File: config.mk
export PLATFORM = sky130hd
export DESIGN_NAME = line_select
export DESIGN_NICKNAME = d
export VERILOG_FILES = /design/src/dcache_pkg.sv /design/src/line_select.sv
export VERILOG_INCLUDE_DIRS = /design/src
export SDC_FILE = /design/constraint.sdc
export NUM_CORES = 1
export LEC_CHECK = 0
export ABC_AREA = 1
export BUFFER_PORTS_ARGS = -buffer_cell sky130_fd_sc_hd__buf_4
export CORE_AREA = 2 2 157 159
export DETAILED_ROUTE_END_ITERATION = 10
export DIE_AREA = 0 0 159 161
export PLACE_DENSITY = 0.42
export SETUP_SLACK_MARGIN = 0.15
export SLEW_MARGIN = 20
export SYNTH_ARGS = -nofsm -noshare
export SYNTH_HDL_FRONTEND = slang
export SYNTH_SLANG_ARGS = --single-unit
File: constraint.sdc
create_clock -name vclk -period 2.8
set_clock_uncertainty 0.05 [all_clocks]
set_input_delay 0.28 -clock vclk [all_inputs]
set_output_delay 0.28 -clock vclk [all_outputs]
set_load 0.03 [all_outputs]
File: src/dcache_config.svh
// Geometry is fixed at 4 ways of 8-byte lines over 4 KiB of data space; other values are untested
`ifndef DCACHE_CONFIG_SVH
`define DCACHE_CONFIG_SVH

// Byte address width of the processor memory port
`define DCACHE_ADDR_BITS 14

// Line geometry
`define DCACHE_LINE_BYTES 8
`define DCACHE_LINE_WORDS 2
`define DCACHE_OFFSET_BITS 3

// Number of ways and the width of the recency counter that orders them
`define DCACHE_LINES 4
`define DCACHE_AGE_BITS 2

// Backing memory depth in lines (4 KiB)
`define DCACHE_MEM_LINES 512

// First byte address that maps onto backing memory line 0
`define DCACHE_DATA_BASE 14'h1000

// Memory-mapped LED register, never cached
`define DCACHE_LED_ADDR 14'h2000

`endif

File: src/dcache_pkg.sv
// Shared types of the data cache; widths follow dcache_config.svh and must stay consistent with it
`default_nettype none

`include "dcache_config.svh"

package dcache_pkg;

	typedef logic [`DCACHE_ADDR_BITS-1:0] addr_t;
	typedef logic [31:0] word_t;

	// Line address, the byte address with the offset dropped
	typedef logic [`DCACHE_ADDR_BITS-`DCACHE_OFFSET_BITS-1:0] tag_t;

	typedef logic [`DCACHE_LINE_BYTES*8-1:0] line_data_t;

	// Age 0 marks the oldest way, the highest value the newest
	typedef logic [`DCACHE_AGE_BITS-1:0] age_t;

	typedef logic [$clog2(`DCACHE_MEM_LINES)-1:0] mem_index_t;

	typedef enum logic [1:0] {
		SIZE_BYTE,
		SIZE_HALF,
		SIZE_WORD
	} access_size_e;

	typedef enum logic [1:0] {
		ST_LOOKUP,
		ST_MEMORY,
		ST_FILL
	} ctrl_state_e;

	// One request on the processor memory port
	typedef struct packed {
		logic         read;
		logic         write;
		addr_t        addr;
		word_t        wdata;
		access_size_e size;
		logic         sign_ext;
	} mem_req_t;

	typedef struct packed {
		logic valid;
		tag_t tag;
		age_t age;
	} way_state_t;

endpackage

`default_nettype wire

File: src/line_select.sv
// Way selection for a fully associative lookup; assumes the way ages are a permutation so one way has age 0
`timescale 1ns/1ps
`default_nettype none

`include "dcache_config.svh"

module line_select
	import dcache_pkg::*;
(
	input  addr_t                   cur_addr,
	input  way_state_t              way_states [`DCACHE_LINES],
	input  line_data_t              way_data [`DCACHE_LINES],
	output logic                    hit,
	output logic [`DCACHE_LINES-1:0] select,
	output way_state_t              sel_state,
	output line_data_t              sel_data
);

	logic [`DCACHE_LINES-1:0] match;
	logic [`DCACHE_LINES-1:0] oldest;
	tag_t                     addr_tag;

	assign addr_tag = cur_addr[`DCACHE_ADDR_BITS-1:`DCACHE_OFFSET_BITS];

	always_comb begin
		for (int i = 0; i < `DCACHE_LINES; i++) begin
			match[i]  = way_states[i].valid && (way_states[i].tag == addr_tag);
			oldest[i] = (way_states[i].age == '0);
		end
	end

	assign hit = |match;

	// On a miss the oldest way is the victim
	assign select = hit ? match : oldest;

	// The AND-OR multiplexer works because select is one-hot
	always_comb begin
		sel_state = '0;
		sel_data  = '0;
		for (int i = 0; i < `DCACHE_LINES; i++) begin
			sel_state = way_state_t'(sel_state | ({$bits(way_state_t){select[i]}} & way_states[i]));
			sel_data  = sel_data | ({$bits(line_data_t){select[i]}} & way_data[i]);
		end
	end

endmodule

`default_nettype wire

==> results.ini, run 1 <==
[run_status]
outcome=completed

[power_and_ir_drop]
p_total_mw=1.26
irDropWorstVdd_mv=0.0764
powerDensity_mw_per_mm2=188
p_leak_nw=4.14

[cells_and_area]
fillCellCount=2877
drive_gt1_frac=0.369
final_cell_area_mm2=0.00673
nets=1516
syn_to_final_growth_pct=105
clkbuf_count=0
seq_cell_count=0
register_area_um2=0
multi_input_area_mm2=0.00257
antenna_cells=0

[die]
io_pins=409
die_h_um=161
initial_core_util=0.137
row_count=57
die_w_um=159
dieArea_mm2=0.0256
fp.coreArea_mm2=0.0240

[sta]
max-slew-margin-rel=0.815
rsz0062_at_grt=false
worst_slew_pin_slew_ns=0.277
fin_crit_ns=2.43
finalHoldViolCount=0
finalSetupViolCount=0
setup_tns_ns=0
slew_violations=0
fmax_mhz=412
layout_setup_ws_ns=0.373
fin_crit_sh=0.867

[synthesis]
yosysWarningCount=0
yosysTopAreaCell=nand2_1
syn_nets=1128
syn_area_per_cell_um2=4.10
synth_cell_type_count=20
postSynthCellCount=802
synth.area.top_cells=nand2_1 57%, inv_1 14%, nand3_1 12%
yosys-top-cells-count=502 x nand2_1, 124 x inv_1, 81 x nand3_1
synth-seq-area-share=0
synth_area_mm2=0.00329
yosysMostFrequentCell=nand2_1
yosys.area.top_type_share=0.573

[grt]
grt_max_degree=52
grt_pass1_vias=5712
grtUsageTotal=0.152
grt_first_pass_wirelength_um=31600
antenna_found_initial=0
overflow=0

[run]
cap_violations=0

[critical_path]
arrival_ns=2.10
worst_setup_path_end_kind=primary output
critPathKind=in2out
cp_cell_sequence=buf_4, inv_2, nor2_1, nor2_1, nand2_1, nor2_1, nand3_2, nand2_2, inv_2, nand2_2, nand2_4, buf_12, nand2_1, nand2_1, inv_1, nand3_1, buf_4
cp.required_ns=2.47
slowest_delay_ns=0.20
cp_slowest_cell=buf_12
cp_max_fo=25
startpoint_type=primary input

[drt]
drtIter0Drc=378
viasPerCell=3.84
antenna_left=0
wirelength_um=21100
wl_per_cell_um=14.0
drc_errors=0
dr_total_vias=5804
firstDrtPassIters=4

[hold_path]
hold_class=in2out

[place]
port_buffers=406
detailed_place_hpwl_um=17400
dpl_worst_slack_ns=0.247
place_area_mm2=0.00670
place.gp.congestion=0.831

[cts]
ctsHoldBuffers=0

## worst paths after layout
kind | from | end | slack [ns] | cells past startpoint
setup / recovery | cur_addr[3] | sel_data[34] | 0.37 | 17
hold / removal | way_states[28] | sel_state[0] | 0.84 | 4
## per-layer routing
layer	up-vias	GRT usage	share of wire	wire (um)
met3	12	0.0203	0.059	1240
li1	3106	-	-	-
met2	222	0.277	0.49	10400
met4	0	0.0165	0.013	269
met1	2464	0.197	0.44	9200
met5	-	0	0	0
## worst max-delay path: cells and delay by family
| family | cells | cell delay [ns] |
|---|---|---|
| buffers and inverters | 6 | 0.69 |
| and+or+nand+nor | 11 | 1.08 |
## cell families after synthesis
| kind of cell | count (synthesis) | synth area share |
|---|---|---|
| XOR/XNOR | 7 | 0.0187 |
| AO/OA/AOI/OAI | 8 | 0.0156 |
| AND/OR/NAND/NOR | 616 | 0.744 |
| buffers and inverters | 171 | 0.221 |
## cell usage in the layout, fill, tap and decap left out
master / count
nand2_1: 502
or2_2: 1
nand2_2: 4
a21oi_1: 3
nand3_2: 2
inv_1: 124
nand2_4: 1
nand3_1: 81
buf_6: 1
o21a_1: 1
xnor2_1: 7
buf_4: 410
clkinv_1: 5
a21boi_1: 1
o22ai_1: 2
nor2_2: 1
nor2_1: 23
inv_2: 10
buf_12: 6
clkbuf_16: 1
nand4_1: 1
o21ai_4: 1
## stage by stage
stage          utilization  std cells  hold WS, ns
5_1_grt              0.281       1512        0.858
2_1_floorplan            -        802        0.735
3_5_place_dp         0.280       1511        0.839
4_1_cts              0.280       1511        0.843
3_3_place_gp         0.280       1511        0.838
6_report             0.281       1512        0.841
## area by class of cell
type                       count  area share
timing repair buffer         418       0.480
multi-input combinational    631       0.382
inverter                     139      0.0775
tap                          324      0.0602
## timing repair
| action | in CTS | in global routing |
|---|---|---|
| endpoints found under the setup margin | 0 | 57 |
| buffers inserted | 0 | 0 |
| resized for setup | 0 | 2 |
## report_power, final
part | internal (mW) | total [mW] | switching [mW]
Sequential | 0 | 0 | 0
Combinational | 0.590 | 1.26 | 0.675
Clock | 0 | 0 | 0
No activity file was read; power rests on OpenSTA's default activity.
==> run 2, diff against run 1 <==
--- a/config.mk
+++ b/config.mk
@@ -7,10 +7,9 @@
 export NUM_CORES = 1
 export LEC_CHECK = 0
-export ABC_AREA = 1
 export BUFFER_PORTS_ARGS = -buffer_cell sky130_fd_sc_hd__buf_4
-export CORE_AREA = 2 2 157 159
+export CORE_AREA = 2 2 158 160
 export DETAILED_ROUTE_END_ITERATION = 10
-export DIE_AREA = 0 0 159 161
-export PLACE_DENSITY = 0.42
+export DIE_AREA = 0 0 160 162
+export PLACE_DENSITY = 0.44
 export SETUP_SLACK_MARGIN = 0.15
 export SLEW_MARGIN = 20
==> constraint.sdc (replaced) <==
create_clock -name vclk -period 2.8
set_clock_uncertainty 0.05 [all_clocks]
set_input_delay 0.28 -clock vclk [all_inputs]
set_output_delay 0.28 -clock vclk [all_outputs]
set_load 0.05 [all_outputs]
==> results.ini, run 2 <==
[sta]
max-slew-margin-rel=0.707  ; was 0.815
setup_tns_ns=0  ; unchanged
rsz0062_at_grt=true  ; was false
fmax_mhz=385  ; was 412 MHz
slew_violations=0  ; unchanged
finalSetupViolCount=0  ; unchanged
layout_setup_ws_ns=0.201  ; was 0.373 ns
finalHoldViolCount=0  ; unchanged
fin_crit_sh=0.928  ; was 0.867
holdWs_ns=0.862  ; was 0.841 ns
fin_crit_ns=2.60  ; was 2.43 ns
worst_slew_pin_slew_ns=0.436  ; was 0.277 ns

[power_and_ir_drop]
p_leak_nw=3.77  ; was 4.14 nW
powerDensity_mw_per_mm2=190  ; was 188 mW/mm2
irDropWorstVdd_mv=0.0937  ; was 0.0764 mV

[grt]
grt_pass1_vias=6952  ; was 5712
grt_first_pass_wirelength_um=42000  ; was 31600 um
grt_max_degree=41  ; was 52
grtUsageTotal=0.202  ; was 0.152
antenna_found_initial=0  ; unchanged
overflow=0  ; unchanged

[critical_path]
slowest_delay_ns=0.25  ; was 0.20 ns
cp.required_ns=2.47  ; about the same
critPathBufInv=6  ; unchanged
cp_slowest_cell=nor3_4  ; was buf_12
critPathKind=in2out  ; unchanged
crit_family=buffers and inverters  ; was simple AND/OR/NAND/NOR gates
arrival_ns=2.27  ; was 2.10 ns
cp_cell_sequence=buf_4, xnor2_1, nand4_1, nor3_4, buf_4, buf_12, nor3_4, buf_12, buf_12, a32oi_1, o221ai_1, buf_4  ; was buf_4, inv_2, nor2_1, nor2_1, nand2_1, nor2_1, nand3_2, nand2_2, inv_2, nand2_2, nand2_4, buf_12, nand2_1, nand2_1, inv_1, nand3_1, buf_4
startpoint_type=primary input  ; unchanged
worst_setup_path_end_kind=primary output  ; unchanged
cp_max_fo=26  ; was 25

[synthesis]
synth.area.top_cells=a222oi_1 19%, a32oi_1 17%, o221ai_1 17%  ; was nand2_1 57%, inv_1 14%, nand3_1 12%
syn_nets=866  ; was 1128
yosysWarningCount=0  ; unchanged
yosysTopAreaCell=a222oi_1  ; was nand2_1
yosys-top-cells-count=76 x a32oi_1, 76 x inv_1, 75 x a222oi_1, 75 x o221ai_1, 43 x clkbuf_1  ; was 502 x nand2_1, 124 x inv_1, 81 x nand3_1
yosys.area.top_type_share=0.190  ; was 0.573
postSynthCellCount=540  ; was 802
synth-seq-area-share=0  ; unchanged
synth_cell_type_count=34  ; was 20
syn_area_per_cell_um2=7.31  ; was 4.10 um2
synth_area_mm2=0.00395  ; was 0.00329 mm2

[place]
port_buffers=406  ; unchanged
detailed_place_hpwl_um=21000  ; was 17400 um
place.gp.congestion=0.825  ; was 0.831
dpl_worst_slack_ns=0.0755  ; was 0.247 ns

[cells_and_area]
antenna_cells=0  ; unchanged
final_cell_mix=427 x buf_4, 76 x inv_1, 75 x a222oi_1  ; was 502 x nand2_1, 410 x buf_4, 124 x inv_1
finalCoreUtilization=0.357  ; was 0.281
drive_gt1_frac=0.595  ; was 0.369
final_common_cell=buf_4  ; was nand2_1
seq_cell_count=0  ; unchanged
clkbuf_count=0  ; unchanged
register_area_um2=0  ; unchanged
nets=1267  ; was 1516
syn_to_final_growth_pct=118  ; was 105%

[run]
cap_violations=0  ; unchanged

[drt]
wl_per_cell_um=23.4  ; was 14.0 um
wirelength_um=29500  ; was 21100 um
viasPerCell=5.48  ; was 3.84
antenna_left=0  ; unchanged
drtIter0Drc=872  ; was 378
drc_errors=0  ; unchanged
dr_total_vias=6926  ; was 5804
firstDrtPassIters=7  ; was 4

[die]
die_h_um=162  ; was 161 um
die_w_um=160  ; was 159 um
io_pins=409  ; unchanged
initial_core_util=0.164  ; was 0.137
row_count=57  ; unchanged
dieArea_mm2=0.0259  ; was 0.0256 mm2
fp.coreArea_mm2=0.0241  ; was 0.0240 mm2

[hold_path]
holdCritStartpoint=way_data[60]  ; was way_states[28]
hold_end=sel_data[60]  ; was sel_state[0]
whs_path_depth=4  ; unchanged
hold_class=in2out  ; unchanged

[run_status]
outcome=completed  ; unchanged

[cts]
ctsHoldBuffers=0  ; unchanged

[run 2: cell count changes in the layout (fill, tap and decap cells not counted), sizes merged, moves of 20 or more]
| cell | delta |
|---|---|
| nand3 | -82 |
| buf | +55 |
| nand2 | -503 |
| a21boi | +74 |
| nor2 | -20 |
| inv | -58 |
| o221ai | +75 |
| xnor2 | +29 |
| a222oi | +75 |
| a32oi | +76 |
[run 2: cell type report]
class                           instances  area (um2)
Fill cell                            2649       15500
Inverter                               76         285
Multi-Input combinational cell        387        3840
Tap cell                              324         405
Timing Repair Buffer                  476        4060
[run 2: stage by stage]
stage	area [um2]	cells	power [mW]
6_report	8600	1263	1.63
5_1_grt	8600	1263	1.72
4_1_cts	7860	1244	1.52
3_5_place_dp	7700	1239	1.49
3_3_place_gp	7700	1239	1.49
2_1_floorplan	3970	540	0.745
[run 2: worst max path at each step]
stage | from | endpoint | slack (ns) | depth (start not counted)
6_report | cur_addr[11] | sel_data[57] | 0.20 | 12
4_1_cts | cur_addr[12] | sel_state[10] | 0.14 | 12
2_1_floorplan | cur_addr[3] | sel_state[10] | 0.03 | 10
5_1_grt | way_states[39] | sel_data[50] | 0.10 | 13
3_5_place_dp | cur_addr[11] | sel_state[3] | 0.08 | 10
3_3_place_gp | cur_addr[11] | sel_state[3] | 0.06 | 10
[run 2: per-layer routing]
metal,part of all wire,up-vias,global-route usage,wire length [um]
li1,-,3156,-,-
met1,0.41,3344,0.250,12000
met2,0.50,382,0.366,14700
met3,0.078,44,0.0386,2300
met4,0.021,0,0.0356,615
met5,0,-,0,0
[run 2: kinds of logic after synthesis]
| family | count (synthesis) | share of synthesized area |
|---|---|---|
| compound gates | 309 | 0.682 |
| xor+xnor | 44 | 0.0976 |
| buf+inv | 153 | 0.160 |
| simple gates | 34 | 0.0599 |
[run 2: repair_timing]
| item | CTS | global route |
|---|---|---|
| endpoints found under the setup margin | 24 | 75 |
| pin swaps | 4 | 38 |
| buffers inserted | 2 | 15 |
| gates resized for setup | 10 | 114 |
| cloned | 3 | 4 |
[run 2: where the power goes]
group          switching (mW)  internal [mW]  leakage (nW)
combinational           0.916          0.718          3.77
sequential                  0              0             0
clock                       0              0             0
total                   0.916          0.718          3.77
==> run 3, diff against run 2 <==
CORE_AREA = 10 10 153 155   (was 2 2 158 160)
DIE_AREA = 0 0 163 165   (was 0 0 160 162)
PLACE_DENSITY = 0.51   (was 0.44)
==> results.ini, run 3 (same netlist as run 2, synthesis figures left out) <==
[run_status]
outcome=completed  ; unchanged

[cts]
ctsHoldBuffers=0  ; unchanged

[die]
die_w_um=163  ; was 160 um
initial_core_util=0.196  ; was 0.164
fp.coreArea_mm2=0.0202  ; was 0.0241 mm2
row_count=52  ; was 57
die_h_um=165  ; was 162 um
dieArea_mm2=0.0269  ; was 0.0259 mm2
io_pins=409  ; unchanged

[place]
dp_cells=1188  ; was 1239
port_buffers=406  ; unchanged
place.gp.congestion=0.864  ; was 0.825
detailed_place_hpwl_um=22900  ; was 21000 um

[power_and_ir_drop]
pwr-share-seq=0  ; about the same
powerDensity_mw_per_mm2=192  ; was 190 mW/mm2
p_sw_frac=0.566  ; was 0.561
p_total_mw=1.57  ; was 1.63 mW
p_clk_frac=0  ; about the same
p_int_uw=680  ; was 718 uW
pwr-share-comb=1.000  ; about the same
irDropWorstVdd_mv=0.0986  ; was 0.0937 mV
p_leak_nw=3.70  ; was 3.77 nW
p_sw_uw=887  ; was 916 uW

[drt]
viasPerCell=5.76  ; was 5.48
drtIter0Drc=826  ; was 872
dr_total_vias=6959  ; was 6926
firstDrtPassIters=6  ; was 7
wirelength_um=30900  ; was 29500 um
antenna_left=0  ; unchanged
drc_errors=0  ; unchanged
wl_per_cell_um=25.6  ; was 23.4 um

[grt]
antenna_found_initial=0  ; unchanged
grt_pass1_vias=7178  ; was 6952
grt_max_degree=49  ; was 41
overflow=0  ; unchanged
grt_first_pass_wirelength_um=43700  ; was 42000 um
grtUsageTotal=0.200  ; was 0.202

[critical_path]
cp_slowest_cell=a222oi_1  ; was nor3_4
slowest_delay_ns=0.26  ; was 0.25 ns
cp_max_fo=14  ; was 26
crit_family=buffers and inverters  ; unchanged
critPathBufInv=5  ; was 6
worst_setup_path_end_kind=primary output  ; unchanged
path_common_cell=buf_4
cp_cell_sequence=buf_4, xor2_1, nor4_2, buf_4, and3_4, buf_4, buf_12, a222oi_1, a21boi_0, o221ai_1, buf_4  ; was buf_4, xnor2_1, nand4_1, nor3_4, buf_4, buf_12, nor3_4, buf_12, buf_12, a32oi_1, o221ai_1, buf_4
arrival_ns=2.24  ; was 2.27 ns
cp.required_ns=2.47  ; about the same
critPathKind=in2out  ; unchanged
startpoint_type=primary input  ; unchanged

[cells_and_area]
antenna_cells=0  ; unchanged
syn_to_final_growth_pct=107  ; was 118%
register_area_um2=0  ; unchanged
fin_cells=1208  ; was 1263
seq_cell_count=0  ; unchanged
clkbuf_count=0  ; unchanged
final_cell_mix=435 x buf_4, 76 x inv_1, 75 x a32oi_1, 75 x a222oi_1, 62 x o221ai_1  ; was 427 x buf_4, 76 x inv_1, 75 x a222oi_1
final_common_cell=buf_4  ; unchanged
nets=1266  ; was 1267
drive_gt1_frac=0.545  ; was 0.595

[sta]
fmax_mhz=389  ; was 385 MHz
max-slew-margin-rel=0.593  ; was 0.707
holdWs_ns=0.901  ; was 0.862 ns
worst_slew_pin_slew_ns=0.610  ; was 0.436 ns
setup_tns_ns=0  ; unchanged
fin_crit_sh=0.917  ; was 0.928
fin_crit_ns=2.57  ; was 2.60 ns
finalSetupViolCount=0  ; unchanged
finalHoldViolCount=0  ; unchanged
rsz0062_at_grt=true  ; unchanged
slew_violations=0  ; unchanged

[hold_path]
hold_class=in2out  ; unchanged

[run]
cap_violations=0  ; unchanged

## run 3: what timing repair did
item	in CTS	in global routing
pin swaps	3	5
setup buffers	3	9
cloned	2	6
resized for setup	5	50
setup endpoints to repair	43	75
## run 3: routing by layer
metal  GRT usage  wire length (um)  share of wire  up-vias
li1            -                 -              -     3156
met1       0.241             12000           0.39     3355
met2       0.351             15200           0.49      424
met3      0.0597              3200           0.10       24
met4      0.0287               448          0.015        0
met5           0                 0              0        -
## run 3: power by group through the flow
stage / combinational [mW] / clock, mW / sequential [mW]
after floorplan: 0.745 / 0 / 0
after detailed placement: 1.49 / 0 / 0
after global placement: 1.48 / 0 / 0
after CTS: 1.51 / 0 / 0
final: 1.57 / 0 / 0
after global routing: 1.65 / 0 / 0
## run 3: cell type report
class              instances  area [um2]
repair buffers           475        4010
well taps                270         338
fillers                 2117       12000
inverters                 76         285
multi-input cells        387        3530
## run 3: path summary, 6_finish.rpt
check / start / endpoint / slack (ns) / depth (start not counted)
max: cur_addr[9] / sel_data[0] / 0.23 / 11
min: way_data[58] / sel_data[58] / 0.90 / 4
## run 3: stage by stage
step | setup WS [ns] | area (um2) | utilization
3_3_place_gp | 0.0740 | 7660 | 0.380
3_5_place_dp | 0.115 | 7660 | 0.380
6_report | 0.232 | 8170 | 0.405
2_1_floorplan | 0.0311 | 3970 | -
4_1_cts | 0.135 | 7770 | 0.385
5_1_grt | 0.117 | 8170 | 0.405
